===== src/common/noc_bridge_macros.svh =====
// Widths are fixed for a 64-bit NoC and 64-byte lines, and MEM_LINES must be a power of two
`ifndef NOC_BRIDGE_MACROS_SVH
`define NOC_BRIDGE_MACROS_SVH

// Width of one NoC flit in bits
`define NOC_DATA_WIDTH 64

// Width of one memory line in bits, which is eight flits
`define MEM_LINE_WIDTH 512

// Number of lines in the memory stand-in
// The line index is taken from address bits 9 to 6
`define MEM_LINES 16

// Width of the header field that counts the data flits after the header
`define MSG_LENGTH_WIDTH 8

// Width of the byte address carried in the header
`define MSG_ADDR_WIDTH 16

`endif


===== src/common/noc_bridge_pkg.sv =====
// Header layout is local to this bridge and only the four request types and their acks exist
`include "noc_bridge_macros.svh"

package noc_bridge_pkg;

  // Message type codes follow the usual tiled processor numbering
  typedef enum logic [7:0] {
    nc_load_req      = 8'd14,
    nc_store_req     = 8'd15,
    load_mem         = 8'd19,
    store_mem        = 8'd20,
    load_mem_ack     = 8'd24,
    store_mem_ack    = 8'd25,
    nc_load_mem_ack  = 8'd26,
    nc_store_mem_ack = 8'd27
  } msg_type_e;

  // Request view of a header flit
  // The dst fields address the bridge and the src fields name the requester
  typedef struct packed {
    logic [3:0]                   dst_chip;
    logic [3:0]                   dst_x;
    logic [3:0]                   dst_y;
    logic [`MSG_LENGTH_WIDTH-1:0] msg_length;
    msg_type_e                    msg_type;
    logic [4:0]                   mshrid;
    logic [2:0]                   size_log;
    logic [`MSG_ADDR_WIDTH-1:0]   addr;
    logic [3:0]                   src_chip;
    logic [3:0]                   src_x;
    logic [3:0]                   src_y;
  } noc_req_hdr_t;

  // Response view of the same word
  // Here dst holds the requester coordinates and src stays zero
  typedef struct packed {
    logic [3:0]                   dst_chip;
    logic [3:0]                   dst_x;
    logic [3:0]                   dst_y;
    logic [`MSG_LENGTH_WIDTH-1:0] msg_length;
    msg_type_e                    msg_type;
    logic [4:0]                   mshrid;
    logic [2:0]                   size_log;
    logic [`MSG_ADDR_WIDTH-1:0]   addr;
    logic [3:0]                   src_chip;
    logic [3:0]                   src_x;
    logic [3:0]                   src_y;
  } noc_resp_hdr_t;

  // Every header flit word is read through one of these two views
  typedef union packed {
    noc_req_hdr_t  req;
    noc_resp_hdr_t resp;
  } noc_hdr_u;

  // Complete request as gathered by the deserializer
  typedef struct packed {
    noc_req_hdr_t               hdr;
    logic [`MEM_LINE_WIDTH-1:0] data;
  } mem_req_t;

  // Memory result with the request header, data flit 0 sits in bits 63 to 0
  typedef struct packed {
    noc_req_hdr_t               hdr;
    logic [`MEM_LINE_WIDTH-1:0] data;
  } mem_resp_t;

endpackage


===== src/noc_bridge/noc_bridge_ser.sv =====
// Uncached loads return at most one line and unknown types get a data-less ack
`timescale 1ns/1ps
`include "noc_bridge_macros.svh"

module noc_bridge_ser
  import noc_bridge_pkg::*;
#(
  // Reverse the bytes of every data flit, as a little endian core needs
  parameter bit SWAP_ENDIAN = 1'b0
) (
  input  logic                       clk,
  input  logic                       rst_n,
  input  mem_resp_t                  resp,
  input  logic                       resp_val,
  output logic                       resp_rdy,
  output logic [`NOC_DATA_WIDTH-1:0] flit_out,
  output logic                       flit_out_val,
  input  logic                       flit_out_rdy
);

  // FSM encoding
  localparam logic [1:0] st_accept = 2'd0;
  localparam logic [1:0] st_hdr    = 2'd1;
  localparam logic [1:0] st_data   = 2'd2;

  logic [1:0]                   state;
  noc_hdr_u                     hdr_d;
  noc_hdr_u                     hdr_q;
  logic [`MSG_LENGTH_WIDTH-1:0] nc_len;
  logic [`MSG_LENGTH_WIDTH-1:0] cnt_q;
  logic [`MEM_LINE_WIDTH-1:0]   line_q;
  logic [`NOC_DATA_WIDTH-1:0]   data_flit;
  logic                         resp_go;
  logic                         flit_out_go;

  assign resp_rdy     = (state == st_accept);
  assign flit_out_val = (state != st_accept);
  assign resp_go      = resp_val & resp_rdy;
  assign flit_out_go  = flit_out_val & flit_out_rdy;

  // Uncached load length is 2**(size_log-3) flits, at least one
  // Sizes above a line are capped at eight flits
  always_comb begin
    if (resp.hdr.size_log <= 3'd3) begin
      nc_len = `MSG_LENGTH_WIDTH'd1;
    end else if (resp.hdr.size_log >= 3'd6) begin
      nc_len = `MSG_LENGTH_WIDTH'd8;
    end else begin
      nc_len = `MSG_LENGTH_WIDTH'd1 << (resp.hdr.size_log - 3'd3);
    end
  end

  // Acknowledgment header written through the response view
  always_comb begin
    hdr_d               = '0;
    hdr_d.resp.dst_chip = resp.hdr.src_chip;
    hdr_d.resp.dst_x    = resp.hdr.src_x;
    hdr_d.resp.dst_y    = resp.hdr.src_y;
    hdr_d.resp.mshrid   = resp.hdr.mshrid;
    case (resp.hdr.msg_type)
      load_mem: begin
        hdr_d.resp.msg_type   = load_mem_ack;
        hdr_d.resp.msg_length = `MSG_LENGTH_WIDTH'd8;
      end
      store_mem: begin
        hdr_d.resp.msg_type = store_mem_ack;
      end
      nc_load_req: begin
        hdr_d.resp.msg_type   = nc_load_mem_ack;
        hdr_d.resp.msg_length = nc_len;
      end
      nc_store_req: begin
        hdr_d.resp.msg_type = nc_store_mem_ack;
      end
      default: begin
        // Echo the type back with no data so the requester is never left hanging
        hdr_d.resp.msg_type = resp.hdr.msg_type;
      end
    endcase
  end

  always_ff @(posedge clk) begin
    if (!rst_n) begin
      state <= st_accept;
    end else begin
      case (state)
        st_accept: begin
          if (resp_go) begin
            state <= st_hdr;
          end
        end
        st_hdr: begin
          if (flit_out_go) begin
            state <= (hdr_q.resp.msg_length == '0) ? st_accept : st_data;
          end
        end
        st_data: begin
          if (flit_out_go && cnt_q == `MSG_LENGTH_WIDTH'd1) begin
            state <= st_accept;
          end
        end
        default: begin
          state <= st_accept;
        end
      endcase
    end
  end

  // Header and line are captured on accept, then the line shifts one flit per send
  always_ff @(posedge clk) begin
    if (resp_go) begin
      hdr_q  <= hdr_d;
      line_q <= resp.data;
    end else if (flit_out_go && state == st_hdr) begin
      cnt_q <= hdr_q.resp.msg_length;
    end else if (flit_out_go && state == st_data) begin
      line_q <= line_q >> `NOC_DATA_WIDTH;
      cnt_q  <= cnt_q - `MSG_LENGTH_WIDTH'd1;
    end
  end

  // Optional byte reversal of the flit at the bottom of the line
  always_comb begin
    for (int b = 0; b < `NOC_DATA_WIDTH / 8; b++) begin
      if (SWAP_ENDIAN) begin
        data_flit[8*b +: 8] = line_q[`NOC_DATA_WIDTH-8-8*b +: 8];
      end else begin
        data_flit[8*b +: 8] = line_q[8*b +: 8];
      end
    end
  end

  assign flit_out = (state == st_hdr) ? hdr_q : data_flit;

endmodule


===== config.mk =====
export PLATFORM = sky130hd
export DESIGN_NAME = noc_bridge_ser
export DESIGN_NICKNAME = d
export VERILOG_FILES = /design/src/common/noc_bridge_pkg.sv /design/src/noc_bridge/noc_bridge_ser.sv
export VERILOG_INCLUDE_DIRS = /design/src /design/src/common
export SDC_FILE = /design/constraint.sdc
export NUM_CORES = 1
export LEC_CHECK = 0
export ABC_AREA = 1
export BUFFER_PORTS_ARGS = -buffer_cell sky130_fd_sc_hd__buf_2
export CAP_MARGIN = 15
export CORE_UTILIZATION = 40
export CTS_CLUSTER_DIAMETER = 50
export CTS_CLUSTER_SIZE = 40
export DETAILED_ROUTE_END_ITERATION = 6
export GPL_ROUTABILITY_DRIVEN = 0
export PLACE_DENSITY_LB_ADDON = 0.2
export SLEW_MARGIN = 25
export SYNTH_ARGS = -nofsm -noshare
export SYNTH_HDL_FRONTEND = slang
export SYNTH_SLANG_ARGS = --single-unit

===== constraint.sdc =====
create_clock -name clk -period 95.1 [get_ports clk]
set_clock_uncertainty 0.05 [all_clocks]
set_input_delay 9.51 -clock clk [delete_from_list [all_inputs] [get_ports clk]]
set_output_delay 9.51 -clock clk [all_outputs]
set_load 0.1 [all_outputs]

Word-level counts from Yosys, hierarchy flattened
Cells that the tools add are included.
{"block": "classes", "add_sub_neg": 2, "n_mul": 0, "div_mod_pow": 0, "magnitude_cmp": 2, "eq_ne": 11, "shifts": 1, "mux": 15, "n_bitwise": 3, "reduce_logical": 11}
{"op": "$mux W512", "count": 3}
{"op": "$mux W64", "count": 1}
{"op": "$mux W8", "count": 4}
{"op": "$pmux W8 S4", "count": 1}
{"op": "$eq A8 B4 Y1 const B", "count": 2}
{"op": "$eq A8 B5 Y1 const B", "count": 2}
{"op": "$pmux W8 S2", "count": 1}
{"op": "$eq A8 B1 Y1 const B", "count": 1}
{"op": "$logic_not A8 Y1", "count": 1}
{"op": "$mux W2", "count": 4}
{"op": "$shl A1 B3 Y8 const A", "count": 1}
{"op": "$sub A8 B1 Y8 const B", "count": 1}
{"op": "$ne A2 B2 Y1 const B", "count": 3}
{"op": "$pmux W2 S3", "count": 1}
{"op": "$reduce_bool A2 Y1", "count": 3}
{"op": "$reduce_and A2 Y1", "count": 2}
{"op": "$ge A3 B3 Y1 const B", "count": 1}
{"op": "$le A3 B2 Y1 const B", "count": 1}
{"op": "$logic_and A1 B1 Y1", "count": 3}
{"op": "$reduce_and A3 Y1", "count": 1}
{"op": "$sub A3 B2 Y3 const B", "count": 1}
{"op": "$and A1 B1 Y1", "count": 2}
{"op": "$eq A2 B1 Y1 const B", "count": 1}
{"op": "$eq A2 B2 Y1 const B", "count": 1}
{"op": "other kinds (3)", "count": 3}
{"block": "word_totals", "regBits": 555, "latch_bits": 0, "ram_bits": 0, "romBits": 0, "wordCells": 49, "n_memories": 0}

Longest topological paths before layout
{"block": "logic_depth", "word_depth": 6, "depth_mapped": 8}

Least setup slack after synthesis
OpenSTA, ideal clock, no wires.
{"block": "synth_timing", "kind": "input port to flip-flop", "start": "input flit_out_rdy", "end": "register line_q[0] (enable)", "setup_ns": 2.098, "t_arrival_ns": 45.102, "required_time_ns": 92.952, "path_slack_ns": 47.850, "path_stages": 2, "cell_sequence": "inv_1 -> o21ai_0"}
{"block": "synth_between", "elab_chain_len": 4, "elab_cells_between_ends": 6}
{"item": "start, declared", "line_no": "noc_bridge_ser.sv:18", "rtl": "input logic flit_out_rdy"}
{"item": "$and A1 B1 Y1 *", "line_no": "noc_bridge_ser.sv:39", "rtl": "assign flit_out_go = flit_out_val & flit_out_rdy;"}
{"item": "$logic_and A1 B1 Y1 (on tied branches)", "line_no": "noc_bridge_ser.sv:114, noc_bridge_ser.sv:116"}
{"item": "$ne A2 B2 Y1 (no source line) / $reduce_bool A2 Y1 (equally long branches)"}
{"item": "$reduce_and A2 Y1 (no source line) *"}
{"item": "end signal, assigned", "line_no": "noc_bridge_ser.sv:113", "rtl": "line_q <= resp.data;"}
{"item": "end signal, assigned", "line_no": "noc_bridge_ser.sv:117", "rtl": "line_q <= line_q >> `NOC_DATA_WIDTH;"}
{"item": "end, declared", "line_no": "noc_bridge_ser.sv:31", "rtl": "logic [`MEM_LINE_WIDTH-1:0] line_q;"}
Mark *: on every way between the ends. The rest lies on a longest branch, timed or not.
A chain may end at the register's enable or synchronous reset.

Worst setup path in the final report
{"block": "layout_timing", "start": "input resp_val", "end": "register line_q[339] (data pin)"}
{"block": "layout_between", "elab_chain_len": 2}
{"item": "start, declared", "line_no": "noc_bridge_ser.sv:14", "rtl": "input logic resp_val,"}
{"item": "$and A1 B1 Y1", "line_no": "noc_bridge_ser.sv:38", "rtl": "assign resp_go = resp_val & resp_rdy;"}
{"item": "$mux W512", "line_no": "noc_bridge_ser.sv:111", "rtl": "if (resp_go) begin"}
Every way passes these cells.

==> run_results.csv <==
group,metric,value,unit
status,status,"complete, no violations",
worst_setup_path,crit_path_cell_trace,"buf_2, nand2_8, clkinv_8, buf_4, buf_6, buf_4, buf_12, nand2_1, nand2_1",
logic_synthesis,ys_top_cells_by_area,"edfxtp_1 68%, nand2_1 23%, buf_6 2.0%",
floorplan,rows,89,
routing,wl_per_cell,16.0,um
clock_network,cts_hold_buf,0,
routing,viasPerCell,4.52,
sta,min_period_over_period,13.7,%
clock_network,htreeDepth,2,
power_and_ir_drop,seqPwrFrac,48.5,%
global_route,grt-ovfl-total,0,
global_route,grt_pass1_wl,95.6,mm
sta,drv_slew,0,
sta,fin_ws,82.07,ns
power_and_ir_drop,power_frac_comb,15.9,%
power_and_ir_drop,power.leakage,0.0141,uW
cells_and_area,layout-drive-gt1-share,24.0,%
logic_synthesis,synth_top_family_by_area,"simple AND/OR/NAND/NOR gates",
place,dp_hpwl,43.0,mm
clock_network,clkSinkCount,555,
routing,wirelength,61.6,mm
clock_network,tritoncts,"done",
logic_synthesis,ys_ff_latch,555,
routing,dr.pass1.iters,5,
floorplan,start_util,40.9,%
logic_synthesis,synth_xor_xnor_area_share,0,%
logic_synthesis,synth-simple-area-share,25.2,%
power_and_ir_drop,p_int,456,uW
min_path,hold_path_class,"reg -> reg",
worst_setup_path,crit_path_max_incr_delay,0.79,ns
logic_synthesis,async_reset_ff_share,0,%
floorplan,dieHeight,248,um
sta,relSlewSlack,29.3,%
clock_network,cts.clk_slew.worst_paths,0.07,ns
flow_run,cap_violations,0,
worst_setup_path,endpoint_kind,"flip-flop",
worst_setup_path,crit_arrival,13.44,ns
sta,fin_crit,13.03,ns
logic_synthesis,yosysSeqAreaShare,68.5,%
sta,fmax,76.7,MHz
floorplan,io_pins,646,
sta,finalSetupViolCount,0,
global_route,grt_pass1_vias,17244,
logic_synthesis,synthAdderAreaFrac,0.155,%
worst_setup_path,critPathRequiredTime,95.51,ns
routing,ant_nets,0,
global_route,grt_usage,19.7,%
logic_synthesis,netlist_area,24300,um^2
worst_setup_path,crit_slowest_cell,"buf_4",
global_route,grt_max_degree,201,
power_and_ir_drop,irDropWorstVdd,0.0129,mV
sta,rsz0062_at_grt,"no",
logic_synthesis,synth_top_cell_area_share,68.4,%
sta,hold_violations,0,
routing,drt_iter0_markers,1320,
clock_network,cts_setup_buffers,0,
floorplan,die-area,61700,um^2
logic_synthesis,synth.distinct_cells,22,
clock_network,cts_root_buf,"clkbuf_16",
clock_network,clk_path_buf_depth,3,
floorplan,coreArea,59500,um^2
logic_synthesis,synth-edff-count,553,
sta,setup_tns,0,ns
clock_network,clk_latency,0.62,ns
routing,vias,17430,
routing,drc,0,
power_and_ir_drop,power.net_switching,187,uW
logic_synthesis,synth_compound_area_share,0.469,%
cells_and_area,syn2layout_area_growth,21.9,%
floorplan,floorplan.die.width,248,um
worst_setup_path,path_max_fanout,185,
worst_setup_path,worstSetupPathType,"in -> reg",
cells_and_area,final_nets,3593,
logic_synthesis,yosys_warnings,0,
global_route,antenna_found_initial,36,
clock_network,ctsResizeCount,0,
logic_synthesis,synth_ff_type,"edfxtp_1",
place,dp_worst_setup_slack,80.92,ns
logic_synthesis,synth_mux_area_share,0,%
power_and_ir_drop,p_clk_share,35.6,%
logic_synthesis,syn_avg_cell_area,9.92,um^2
sta,worst_slew_pin_slew,1.06,ns
clock_network,cts_buffers,57,
logic_synthesis,yosysTopAreaCell,"edfxtp_1",
logic_synthesis,synth.cells.most_frequent,"1474 x nand2_1, 553 x edfxtp_1, 127 x inv_1",
place,portBuffers,609,
logic_synthesis,synth.most_common_cell,"nand2_1",
worst_setup_path,start_kind,"input pin",
logic_synthesis,syn_nets,3032,
power_and_ir_drop,powerDensity,21.7,nW/um^2
logic_synthesis,synthCells,2449,
power_and_ir_drop,switching_share,29.0,%
critical path: cells and delay by family:
kind | cells | cell delay (ns)
AND/OR/NAND/NOR | 3 | 0.59
buffers and inverters | 6 | 3.13
layout make-up:
class | instances | area [um^2]
fillers | 5653 | 29800
repair buffers | 622 | 3200
inverters | 130 | 500
diodes | 22 | 55.1
flip-flops and latches | 555 | 16600
multi-input cells | 1644 | 6300
clock inverters | 49 | 514
clock buffers | 59 | 1430
well taps | 773 | 967
state kept, by name, indices dropped and copies added (netlist names):
register	count
state	2
cnt_q	8
line_q	512
hdr_q	33
per-stage QoR:
step	utilization (%)	cells	power, uW	cell area (um^2)	hold WS (ns)
6_report	49.8	3854	643	29600	0.462
5_1_grt	49.8	3850	671	29600	0.476
4_1_cts	49.7	3831	650	29500	0.464
3_5_place_dp	46.4	3723	420	27600	0.452
3_3_place_gp	46.4	3723	418	27600	0.448
2_1_floorplan	-	2449	422	24300	0.444
path summary, 6_finish.rpt:
path               startpoint     endpoint  slack (ns)  cells past startpoint
setup / recovery     resp_val  line_q[339]       82.07                      9
hold / removal    line_q[337]  line_q[273]        0.46                      2
setup reg to reg     state[1]  line_q[339]       90.49                      9
hold reg to reg   line_q[337]  line_q[273]        0.46                      2
placed cells by master (no fill, tap or decap), drive strengths merged:
cell         n
diode       22
clkinv      26
inv        143
a21boi       1
edfxtp     553
nand3       14
ha           3
bufinv       4
o21ai       15
nand2     1475
conb         1
nand4        2
clkbuf      59
nor3         4
a21oi        5
a31oi        1
nor2       122
dfxtp        2
or2          1
clkinvlp     6
buf        622
metal layers:
metal | routed length (um) | track usage, % | vias to the layer above
li1 | - | - | 8926
met1 | 26600 | 25.8 | 7859
met2 | 29200 | 31.7 | 493
met3 | 3850 | 5.05 | 122
met4 | 1690 | 7.49 | 30
met5 | 186 | 0 | -
power by group through the flow:
| stage | clock network, uW | registers [uW] | logic (uW) |
|---|---|---|---|
| 2_1_floorplan | 0 | 346 | 76.3 |
| 3_3_place_gp | 0 | 316 | 102 |
| 3_5_place_dp | 0 | 317 | 103 |
| 4_1_cts | 235 | 312 | 103 |
| 5_1_grt | 243 | 314 | 113 |
| 6_report | 229 | 312 | 102 |
cells by family (layout without fill, tap and decap cells):
kind of cell,Yosys count,in the layout
other,1,23
and+or+nand+nor,1618,1618
AOI/OAI and AO/OA,22,22
adders and majority gates,3,3
buffers and inverters,250,860
DFF,555,555
No activity file was read; power rests on OpenSTA's default activity.
