File: src/common/noc_bridge_macros.svh
// Widths are fixed for a 64-bit NoC and 64-byte lines, and MEM_LINES must be a power of two
`ifndef NOC_BRIDGE_MACROS_SVH
`define NOC_BRIDGE_MACROS_SVH

// Width of one NoC flit in bits
`define NOC_DATA_WIDTH 64

// Width of one memory line in bits, which is eight flits
`define MEM_LINE_WIDTH 512

// Number of lines in the memory stand-in
// The line index is taken from address bits 9 to 6
`define MEM_LINES 16

// Width of the header field that counts the data flits after the header
`define MSG_LENGTH_WIDTH 8

// Width of the byte address carried in the header
`define MSG_ADDR_WIDTH 16

`endif

File: src/common/noc_bridge_pkg.sv
// Header layout is local to this bridge and only the four request types and their acks exist
`include "noc_bridge_macros.svh"

package noc_bridge_pkg;

  // Message type codes follow the usual tiled processor numbering
  typedef enum logic [7:0] {
    nc_load_req      = 8'd14,
    nc_store_req     = 8'd15,
    load_mem         = 8'd19,
    store_mem        = 8'd20,
    load_mem_ack     = 8'd24,
    store_mem_ack    = 8'd25,
    nc_load_mem_ack  = 8'd26,
    nc_store_mem_ack = 8'd27
  } msg_type_e;

  // Request view of a header flit
  // The dst fields address the bridge and the src fields name the requester
  typedef struct packed {
    logic [3:0]                   dst_chip;
    logic [3:0]                   dst_x;
    logic [3:0]                   dst_y;
    logic [`MSG_LENGTH_WIDTH-1:0] msg_length;
    msg_type_e                    msg_type;
    logic [4:0]                   mshrid;
    logic [2:0]                   size_log;
    logic [`MSG_ADDR_WIDTH-1:0]   addr;
    logic [3:0]                   src_chip;
    logic [3:0]                   src_x;
    logic [3:0]                   src_y;
  } noc_req_hdr_t;

  // Response view of the same word
  // Here dst holds the requester coordinates and src stays zero
  typedef struct packed {
    logic [3:0]                   dst_chip;
    logic [3:0]                   dst_x;
    logic [3:0]                   dst_y;
    logic [`MSG_LENGTH_WIDTH-1:0] msg_length;
    msg_type_e                    msg_type;
    logic [4:0]                   mshrid;
    logic [2:0]                   size_log;
    logic [`MSG_ADDR_WIDTH-1:0]   addr;
    logic [3:0]                   src_chip;
    logic [3:0]                   src_x;
    logic [3:0]                   src_y;
  } noc_resp_hdr_t;

  // Every header flit word is read through one of these two views
  typedef union packed {
    noc_req_hdr_t  req;
    noc_resp_hdr_t resp;
  } noc_hdr_u;

  // Complete request as gathered by the deserializer
  typedef struct packed {
    noc_req_hdr_t               hdr;
    logic [`MEM_LINE_WIDTH-1:0] data;
  } mem_req_t;

  // Memory result with the request header, data flit 0 sits in bits 63 to 0
  typedef struct packed {
    noc_req_hdr_t               hdr;
    logic [`MEM_LINE_WIDTH-1:0] data;
  } mem_resp_t;

endpackage

File: src/noc_bridge/noc_bridge_deser.sv
// Packets longer than one line are not supported and one request is held at a time
`timescale 1ns/1ps
`include "noc_bridge_macros.svh"

module noc_bridge_deser
  import noc_bridge_pkg::*;
(
  input  logic                       clk,
  input  logic                       rst_n,
  input  logic [`NOC_DATA_WIDTH-1:0] flit_in,
  input  logic                       flit_in_val,
  output logic                       flit_in_rdy,
  output mem_req_t                   req,
  output logic                       req_val,
  input  logic                       req_rdy
);

  localparam int words  = `MEM_LINE_WIDTH / `NOC_DATA_WIDTH;
  localparam int word_w = $clog2(words);

  // FSM encoding
  localparam logic [1:0] st_hdr  = 2'd0;
  localparam logic [1:0] st_data = 2'd1;
  localparam logic [1:0] st_hold = 2'd2;

  logic [1:0]                   state;
  noc_hdr_u                     hdr_w;
  noc_req_hdr_t                 hdr_q;
  logic [`MSG_LENGTH_WIDTH-1:0] cnt_q;
  logic [`MSG_LENGTH_WIDTH-1:0] flit_idx;
  logic [`MEM_LINE_WIDTH-1:0]   line_q;
  logic                         flit_in_go;
  logic                         req_go;

  // The incoming word is decoded through the request view of the header union
  assign hdr_w = flit_in;

  // Input is refused while a finished request waits for the memory
  assign flit_in_rdy = (state != st_hold);
  assign req_val     = (state == st_hold);
  assign flit_in_go  = flit_in_val & flit_in_rdy;
  assign req_go      = req_val & req_rdy;

  // Position of the current data flit, counted from the first one after the header
  assign flit_idx = hdr_q.msg_length - cnt_q;

  always_ff @(posedge clk) begin
    if (!rst_n) begin
      state <= st_hdr;
    end else begin
      case (state)
        st_hdr: begin
          // Loads carry no data and go straight to the memory
          if (flit_in_go) begin
            state <= (hdr_w.req.msg_length == '0) ? st_hold : st_data;
          end
        end
        st_data: begin
          if (flit_in_go && cnt_q == `MSG_LENGTH_WIDTH'd1) begin
            state <= st_hold;
          end
        end
        st_hold: begin
          if (req_go) begin
            state <= st_hdr;
          end
        end
        default: begin
          state <= st_hdr;
        end
      endcase
    end
  end

  // Header, count and line are payload and only move on accepted flits
  always_ff @(posedge clk) begin
    if (flit_in_go && state == st_hdr) begin
      hdr_q <= hdr_w.req;
      cnt_q <= hdr_w.req.msg_length;
    end else if (flit_in_go && state == st_data) begin
      // Each data flit lands in its own word so flit 0 ends up in bits 63 to 0
      line_q[flit_idx[word_w-1:0]*`NOC_DATA_WIDTH +: `NOC_DATA_WIDTH] <= flit_in;
      cnt_q <= cnt_q - `MSG_LENGTH_WIDTH'd1;
    end
  end

  assign req.hdr  = hdr_q;
  assign req.data = line_q;

endmodule

File: config.mk
export PLATFORM = sky130hd
export DESIGN_NAME = noc_bridge_deser
export DESIGN_NICKNAME = d
export VERILOG_FILES = /design/src/common/noc_bridge_pkg.sv /design/src/noc_bridge/noc_bridge_deser.sv
export VERILOG_INCLUDE_DIRS = /design/src /design/src/common
export SDC_FILE = /design/constraint.sdc
export NUM_CORES = 1
export LEC_CHECK = 0
export ABC_AREA = 0
export BUFFER_PORTS_ARGS = -buffer_cell sky130_fd_sc_hd__buf_2
export CAP_MARGIN = 20
export CORE_AREA = 10 10 241 243
export CTS_CLUSTER_DIAMETER = 120
export DETAILED_ROUTE_END_ITERATION = 16
export DIE_AREA = 0 0 251 253
export GPL_ROUTABILITY_DRIVEN = 0
export PLACE_DENSITY = 0.71
export SYNTH_ARGS = -nofsm -noshare
export SYNTH_HDL_FRONTEND = slang
export SYNTH_SLANG_ARGS = --single-unit
export TNS_END_PERCENT = 5
File: constraint.sdc
create_clock -name clk -period 7.3 [get_ports clk]
set_input_delay 0.73 -clock clk [delete_from_list [all_inputs] [get_ports clk]]
set_output_delay 0.73 -clock clk [all_outputs]
set_load 0.005 [all_outputs]
# After elaboration in Yosys (flattened, before gate mapping)
# Cells that the tools add are included.
# word_totals
reg_bits	586
input_bits	68
output_inout_bits	578
wordCells	45
# classes
addsub	3
eq_ne	7
n_shift	2
muxes	8
bitwise_logic	3
n_reduce_logical	8
# ops
operator	count
512-bit bitwise mux	1
64-bit by 34-bit variable shift with 512-bit output, first input constant	1
64-bit by 34-bit variable part select with 512-bit output	1
9-bit negator with 34-bit output	1
8-bit two-way mux	2
8-bit by 1-bit == test with 1-bit output, second input constant	1
8-bit zero test	1
2-bit two-way mux	4
8-bit by 1-bit subtractor with 8-bit output, second input constant	1
2-bit != test, second input constant	3
2-bit one-hot mux with 3 select lines	1
1-bit logical AND	3
3-bit AND reduction	1
3-bit subtractor	1
1-bit AND	2
2-bit by 1-bit == test with 1-bit output, second input constant	1
2-bit == test, second input constant	1
2-bit zero test	1
2-bit by 1-bit != test with 1-bit output, second input constant	1
2-bit AND reduction	1
2-bit nonzero test	1
1-bit NOT	1

# Depth between registers and ports, before layout
# Gate-level depths: netlist of run 1.
# logic_depth
ltp_word	5
depth_mapped	12
depth_no_buf	10

# Least setup slack after synthesis of run 1
# Ideal clock, no wire load.
# synth_path
path_type	register to register
startpoint	register cnt_q[0] (netlist name)
endpoint	register line_q[448] (enable)
setup_ns	0.486
arrival_ns	5.216
required_ns	6.814
setup_slack_ns	1.598
path_stages_with_launch	11
path_buffers	2
period_less_slack_ns	5.702
cell_sequence	edfxtp_1 ha_1 inv_1 fa_1 xnor3_2 inv_1 ha_1 or2_2 clkbuf_1 clkbuf_1 nor2_1
# synth_lines
item	line	rtl
end signal, assigned by index	noc_bridge_deser.sv:82	line_q[flit_idx[word_w-1:0]*`NOC_DATA_WIDTH +: `NOC_DATA_WIDTH] <= flit_in;
end, declared	noc_bridge_deser.sv:31	logic [`MEM_LINE_WIDTH-1:0] line_q;

==> key figures, run 1 <==
Status
  – Outcome: finished, final reports clean

Clock tree
  – CTS tree: done
  – Clock tree buffer depth: 3
  – Clock Latency Late Sink: 0.59 ns
  – TritonCTS Buffers: 56
  – Clock sinks: 586
  – Hold_buf cts: 0
  – PostCTS Resize Cnt: 0
  – CTS H-tree lvls: 2
  – Clock-pin slew on the worst setup and hold paths: 0.07 ns
  – Root Driver: clkbuf_16
  – Post-CTS Setup Inserts: 0

Floorplanning
  – Core box area: 53,300 µm²
  – Initial Utilization: 39.7%
  – Die width: 251 µm
  – Die Y: about 250 µm
  – Num rows: between 80 and 90
  – Die Area: 63,500 µm²
  – Num ports: 646

Timing
  – Setup violations, final: 0
  – Final hold violation count: 0
  – Min cycle time layout: 4.93 ns
  – Slew headroom: 32.7%
  – RSZ-0062 raised after global routing: false
  – Post-route setup TNS: 0 ns
  – Period utilization: around two thirds
  – Setup ws final: 2.37 ns
  – Final hold slack: roughly 0.38 ns
  – Skew final: 0.0137 ns
  – Final Slew Violations: 0
  – Transition time of the tightest slew-check pin: about 1.0 ns
  – F_max: 203 MHz

Routing
  – DR WL/cell: between 20 and 30 µm
  – Drt first pass iters: 5
  – Via Count: 14.2k
  – DRC violations left: 0
  – Vias per inst: 5.14
  – Detailed-route wire length: 71.2 mm
  – Post-route ant nets: 0
  – Starting DRT DRC Count: 1,450

Synth
  – Netlist Area Pre-Place: 21,200 µm²
  – Prevailing post-synth register cell: edfxtp_1
  – Mapped Cells: 1,378
  – Syn Nets: between 1k and 1.5k
  – Post-synth cell types: 38
  – Synth Register Bits: 586
  – Sequential area share after synthesis: 83.0%
  – FFs w/ async S/R, synth: 0%
  – Average cell area after synthesis: 15.4 µm²
  – Yosys Warn Count: 0
  – EDFF count, synth: 584

Placement
  – Post-place setup slack: 2.28 ns
  – HPWL Detailed: 52.4 mm
  – Placement Cell Area: 25,200 µm²
  – Placed insts: 2,664
  – Port-buffer cells: 645

Final layout
  – Nets: 2,100
  – Fin cells: 2,767
  – Post-route cell area: between 20,000 and 30,000 µm²
  – Fraction of layout cells with a size suffix above 1: 36.6%
  – Ant. Diodes: 0
  – Final Core Density: between 50% and 60%
  – Synth-to-layout area growth: 27.2%

Critical path
  – Worst setup SP type: flop
  – Critical Path End Type: flop
  – Critical path start-end classification: reg -> reg
  – Required @ worst endpoint: between 7 and 8 ns
  – Crit path max fanout: 66
  – Arrival time at the worst endpoint: 5.15 ns

Global routing
  – Grt ovf: 0
  – Vias in the first global route: 14.4k
  – Largest net degree at the start of global routing: 69
  – First-pass GRT wire length: slightly above 100 mm
  – Initial antenna violation count: 7
  – Gr usage total: a little over a fifth

Run
  – Max-Cap Viols: 0

Min path
  – Hold Path Class: in -> reg

Pwr
  – Leak pwr: 10.0 nW
  – Max VDD drop: 0.300 mV
  – Pwr Density: 288 nW/µm²
  – Total power draw: roughly 7.8 mW
-- power breakdown --
part / total (mW) / internal, mW / switching [mW]
Sequential: 3.93 / 3.89 / 0.0397
Combinational: 1.03 / 0.247 / 0.785
Clock: 2.80 / 1.60 / 1.20
-- worst max-delay path: stages (launching register included) --
cell and delay (ns):
edfxtp_1 0.47, ha_2 0.21, inv_1 0.05, fa_1 0.37, xnor3_2 0.58, inv_1 0.08, ha_1 0.34, nand2b_2 0.19
buf_4 0.33, o21bai_4 0.29, buf_4 0.31, nor2_4 0.67, buf_4 0.57
-- registers in the layout (all words and copies together) (netlist names) --
| name | flops |
|---|---|
| line_q | 512 |
| state | 2 |
| cnt_q | 8 |
| req | 64 |
-- Yosys cell counts (all sizes together) (3+ instances only) --
cell type / n / area (µm²)
xnor2: 3 / 26.3
ha: 5 / 62.6
or4: 3 / 22.5
or3: 3 / 18.8
o21ai: 5 / 25.0
and2: 64 / 400
clkbuf: 36 / 135
nand2b: 69 / 432
inv: 7 / 26.3
nor2b: 3 / 18.8
nor2: 461 / 1730
nand2: 69 / 259
edfxtp: 584 / 17500
o21bai: 3 / 22.5
buf: 36 / 200
-- cell families after synthesis --
group                    count (synthesis)  synth area share (%)
buffers and inverters                   80                  1.73
AND/OR/NAND/NOR                        686                  14.1
AO/OA/AOI/OAI                           16                 0.485
XOR/XNOR                                 4                 0.236
adder cells (fa/ha/maj)                  6                 0.390
flip-flops                             586                  83.0
-- layout make-up --
class | instances | area [µm²]
clock buffer | 67 | 1460
clock inverter | 36 | 294
fill | 4506 | 26400
inverter | 8 | 31.3
multi-input combinational | 712 | 3330
sequential | 586 | 17600
tap | 696 | 871
timing repair buffer | 662 | 3360
-- routing by layer --
metal / global-route usage [%] / part of all wire [%] / vias to the layer above
met2: 34.2 / 48 / 1014
met3: 7.61 / 14 / 103
li1: - / - / 6075
met4: 5.47 / 2.1 / 0
met1: 27.7 / 37 / 7035
met5: 0 / 0 / -
-- worst paths after layout --
check                                      startpoint                    end  slack (ns)  depth (start not counted)
worst max register to register     cnt_q[0]$_DFFE_PP_  line_q[415]$_DFFE_PP_        2.37                         12
worst max-delay path               cnt_q[0]$_DFFE_PP_  line_q[415]$_DFFE_PP_        2.37                         12
worst min-delay path                            rst_n  state[1]$_SDFFE_PN0P_        0.38                          2
worst min register to register  state[0]$_SDFFE_PN0P_  state[0]$_SDFFE_PN0P_        0.65                          1
-- cell usage in the layout (no fill, tap or decap), types with 2 or more instances in the layout --
master,count
buf_2,645
edfxtp_1,584
nor2_1,454
nand2_1,68
nand2b_1,67
and2_1,64
clkbuf_16,57
clkinv_1,19
buf_4,17
clkbuf_1,10
clkinv_2,9
inv_1,7
nor2_4,7
o21ai_0,5
bufinv_16,5
ha_1,4
o21bai_4,3
or3_1,3
or4_1,3
xnor2_1,3
nand2b_2,2
nor2b_1,2
nand3_1,2
a31oi_1,2
nor3_1,2
a21oi_1,2
nor4_1,2
clkinvlp_4,2
dfxtp_1,2
No activity file was read; power rests on OpenSTA's default activity.
==> inputs of run 2 (changes only) <==
--- a/config.mk
+++ b/config.mk
@@ -9,10 +9,10 @@
 export ABC_AREA = 0
 export BUFFER_PORTS_ARGS = -buffer_cell sky130_fd_sc_hd__buf_2
 export CAP_MARGIN = 20
-export CORE_AREA = 10 10 241 243
+export CORE_AREA = 10 10 246 248
 export CTS_CLUSTER_DIAMETER = 120
 export DETAILED_ROUTE_END_ITERATION = 16
-export DIE_AREA = 0 0 251 253
+export DIE_AREA = 0 0 256 258
 export GPL_ROUTABILITY_DRIVEN = 0
 export PLACE_DENSITY = 0.71
 export SYNTH_ARGS = -nofsm -noshare
==> constraint.sdc (replaced) <==
create_clock -name clk -period 4.3 [get_ports clk]
set_input_delay 0.43 -clock clk [delete_from_list [all_inputs] [get_ports clk]]
set_output_delay 0.43 -clock clk [all_outputs]
set_load 0.005 [all_outputs]
==> run 2 against run 1 <==
Via count decreased by 0.62%. Clock skew hardly changed. Count of clock-buffer cells in the layout shrank 3. Global-route usage down 0.53 points. Worst hold slack lost 0.31 ns. Critical endpoint is now line_q[342]$_DFFE_PP_. Critical path type unchanged.
==> key figures, run 2 (synthesis results as in run 1) <==
Pwr
  – Switching share of power: 26.2% (was 26.1%)
  – Leak pwr: 10.2 nW (was 10.0 nW)
  – Fraction of power consumed by combinational cells: 13.4% (was 13.3%)
  – Total power draw: 13.7 mW (was 7.76 mW)
  – Switch Pwr: 3.58 mW (was 2.02 mW)
  – Pwr Density: 498 nW/µm² (was 288 nW/µm²)
  – Clock share of power: 37.8% (was 36.1%)
  – Max VDD drop: 0.348 mV (was 0.300 mV)
  – Internal power: 10.1 mW (was 5.73 mW)
  – Sequential share of power: 48.8% (was 50.6%)

Placement
  – Port-buffer cells: 645 (unchanged)
  – Placement Cell Area: 25,500 µm² (was 25,200 µm²)
  – Placed insts: 2,736 (was 2,664)
  – Post-place setup slack: 0.558 ns (was 2.28 ns)
  – HPWL Detailed: 51.7 mm (was 52.4 mm)

Clock tree
  – Root Driver: clkbuf_16 (unchanged)
  – CTS H-tree lvls: 2 (unchanged)
  – Clock tree buffer depth: 3 (unchanged)
  – Clock sinks: 586 (unchanged)
  – TritonCTS Buffers: 58 (was 56)
  – CTS tree: done (unchanged)
  – PostCTS Resize Cnt: 0 (unchanged)
  – Post-CTS Setup Inserts: 0 (unchanged)
  – Clock Latency Late Sink: 0.61 ns (was 0.59 ns)
  – Clock-pin slew on the worst setup and hold paths: 0.06 ns (was 0.07 ns)
  – Hold_buf cts: 0 (unchanged)

Floorplanning
  – Die Area: 66,000 µm² (was 63,500 µm²)
  – Num rows: 87 (was 85)
  – Die width: 256 µm (was 251 µm)
  – Core box area: 55,700 µm² (was 53,300 µm²)
  – Num ports: 646 (unchanged)
  – Initial Utilization: 38.0% (was 39.7%)
  – Die Y: 258 µm (was 253 µm)

Final layout
  – Area occupied by multi-input gates: 3330 µm² (unchanged)
  – Max reg flops: 512 (unchanged)
  – Most frequent cells in the layout: buf_2, edfxtp_1, nor2_1 (unchanged)
  – Fin cells: 2,843 (was 2,767)
  – Filler cells: 4,770 (was 4,506)
  – Fraction of layout cells with a size suffix above 1: 37.5% (was 36.6%)
  – Nets: 2,114 (was 2,100)
  – Register area: 17,600 µm² (unchanged)
  – Post-route cell area: 27,400 µm² (was 26,900 µm²)
  – Most common cell after layout, fill and taps aside: buf_2 (unchanged)
  – Synth-to-layout area growth: 29.6% (was 27.2%)

Routing
  – Starting DRT DRC Count: 1,418 (was 1,450)
  – Via Count: 14.1k (was 14.2k)
  – Detailed-route wire length: 71.9 mm (was 71.2 mm)
  – DR WL/cell: 25.3 µm (was 25.7 µm)
  – DRC violations left: 0 (unchanged)
  – Post-route ant nets: 0 (unchanged)
  – Vias per inst: 4.97 (was 5.14)
  – Drt first pass iters: 5 (unchanged)

Timing
  – Setup violations, final: 0 (unchanged)
  – Transition time of the tightest slew-check pin: 0.842 ns (was 1.01 ns)
  – Slew headroom: 43.8% (was 32.7%)
  – Final Slew Violations: 0 (unchanged)
  – Setup ws final: 0.615 ns (was 2.37 ns)
  – Final hold violation count: 0 (unchanged)
  – Skew final: 0.0139 ns (was 0.0137 ns)
  – Min cycle time layout: 3.68 ns (was 4.93 ns)
  – Post-route setup TNS: 0 ns (unchanged)
  – F_max: 271 MHz (was 203 MHz)
  – Period utilization: 85.7% (was 67.5%)
  – RSZ-0062 raised after global routing: false (unchanged)

Run
  – Max-Cap Viols: 0 (unchanged)

Critical path
  – Crit path max fanout: 25 (was 66)
  – Worst R2R Path Depth: 9 (was 12)
  – Worst setup SP type: flop (unchanged)
  – Arrival time at the worst endpoint: 3.99 ns (was 5.15 ns)
  – Crit path cell chain: ha_2 -> inv_1 -> fa_1 -> xnor3_2 -> inv_1 -> ha_1 -> or3_1 -> nor2_4 -> buf_12 (was ha_2 -> inv_1 -> fa_1 -> xnor3_2 -> inv_1 -> ha_1 -> nand2b_2 -> buf_4 -> o21bai_4 -> buf_4 -> nor2_4 -> buf_4)
  – Critical Path Max Stage Delay: 0.61 ns (was 0.67 ns)
  – Crit-path slowest cell: nor2_4 (unchanged)
  – Critical Path End Type: flop (unchanged)
  – Required @ worst endpoint: 4.60 ns (was 7.52 ns)
  – Critical path start-end classification: reg -> reg (unchanged)
  – CP most frequent cell: inv_1 (was buf_4)

Global routing
  – Vias in the first global route: 14.4k (about the same)
  – First-pass GRT wire length: 103 mm (was 101 mm)
  – Gr usage total: 21.0% (was 21.5%)
  – Largest net degree at the start of global routing: 67 (was 69)
  – Grt ovf: 0 (unchanged)
  – Initial antenna violation count: 9 (was 7)

Min path
  – Hold Path Class: in -> reg (unchanged)
  – WHS Path Cells: 2 (unchanged)

Status
  – Outcome: finished, final reports clean (unchanged)
==> run 2: worst paths after layout <==
| kind | slack (ns) | from | end |
|---|---|---|---|
| worst max-delay path | 0.62 | cnt_q[0]$_DFFE_PP_ | line_q[342]$_DFFE_PP_ |
| worst min-delay path | 0.08 | rst_n | state[1]$_SDFFE_PN0P_ |
| worst min register to register | 0.60 | state[1]$_SDFFE_PN0P_ | state[0]$_SDFFE_PN0P_ |
| worst max register to register | 0.62 | cnt_q[0]$_DFFE_PP_ | line_q[342]$_DFFE_PP_ |
==> run 2: routing by layer <==
metal / vias up / global-route usage [%] / wire [µm]
met2: 902 / 32.8 / 33500
li1: 6110 / - / -
met5: - / 0 / 0
met4: 0 / 5.69 / 1540
met1: 7032 / 27.6 / 28400
met3: 95 / 7.12 / 8450
==> run 2: power by group through the flow <==
stage	sequential, mW	clock (mW)	combinational, mW
floorplan	6.80	0	0.997
global placement	6.78	0	1.80
detailed placement	6.78	0	1.86
CTS	6.66	5.23	1.87
global route	6.67	5.45	2.00
finish	6.66	5.17	1.83
==> run 2: worst max-delay path, delay by kind of cell (launching register included) <==
| family | cells | cell delay, ns |
|---|---|---|
| adders and majority gates | 3 | 0.81 |
| and+or+nand+nor | 2 | 1.14 |
| DFF | 1 | 0.48 |
| xor gates and xnor gates | 1 | 0.55 |
| buffers and inverters | 3 | 0.39 |
==> run 2: layout make-up <==
cell class,instances,share of cell area [%]
antenna,3,0.0274
clock inverter,40,1.55
inverter,8,0.114
sequential,586,64.1
tap,756,3.45
clock buffer,64,5.45
multi-input combinational,712,12.2
timing repair buffer,674,13.2
==> run 2: stage by stage <==
stage               hold slack, ns  utilization (%)
finish                      0.0761             49.2
global route                0.0694             49.2
CTS                         0.0333             49.2
detailed placement           0.589             45.8
global placement             0.566             45.8
floorplan                    0.504                -
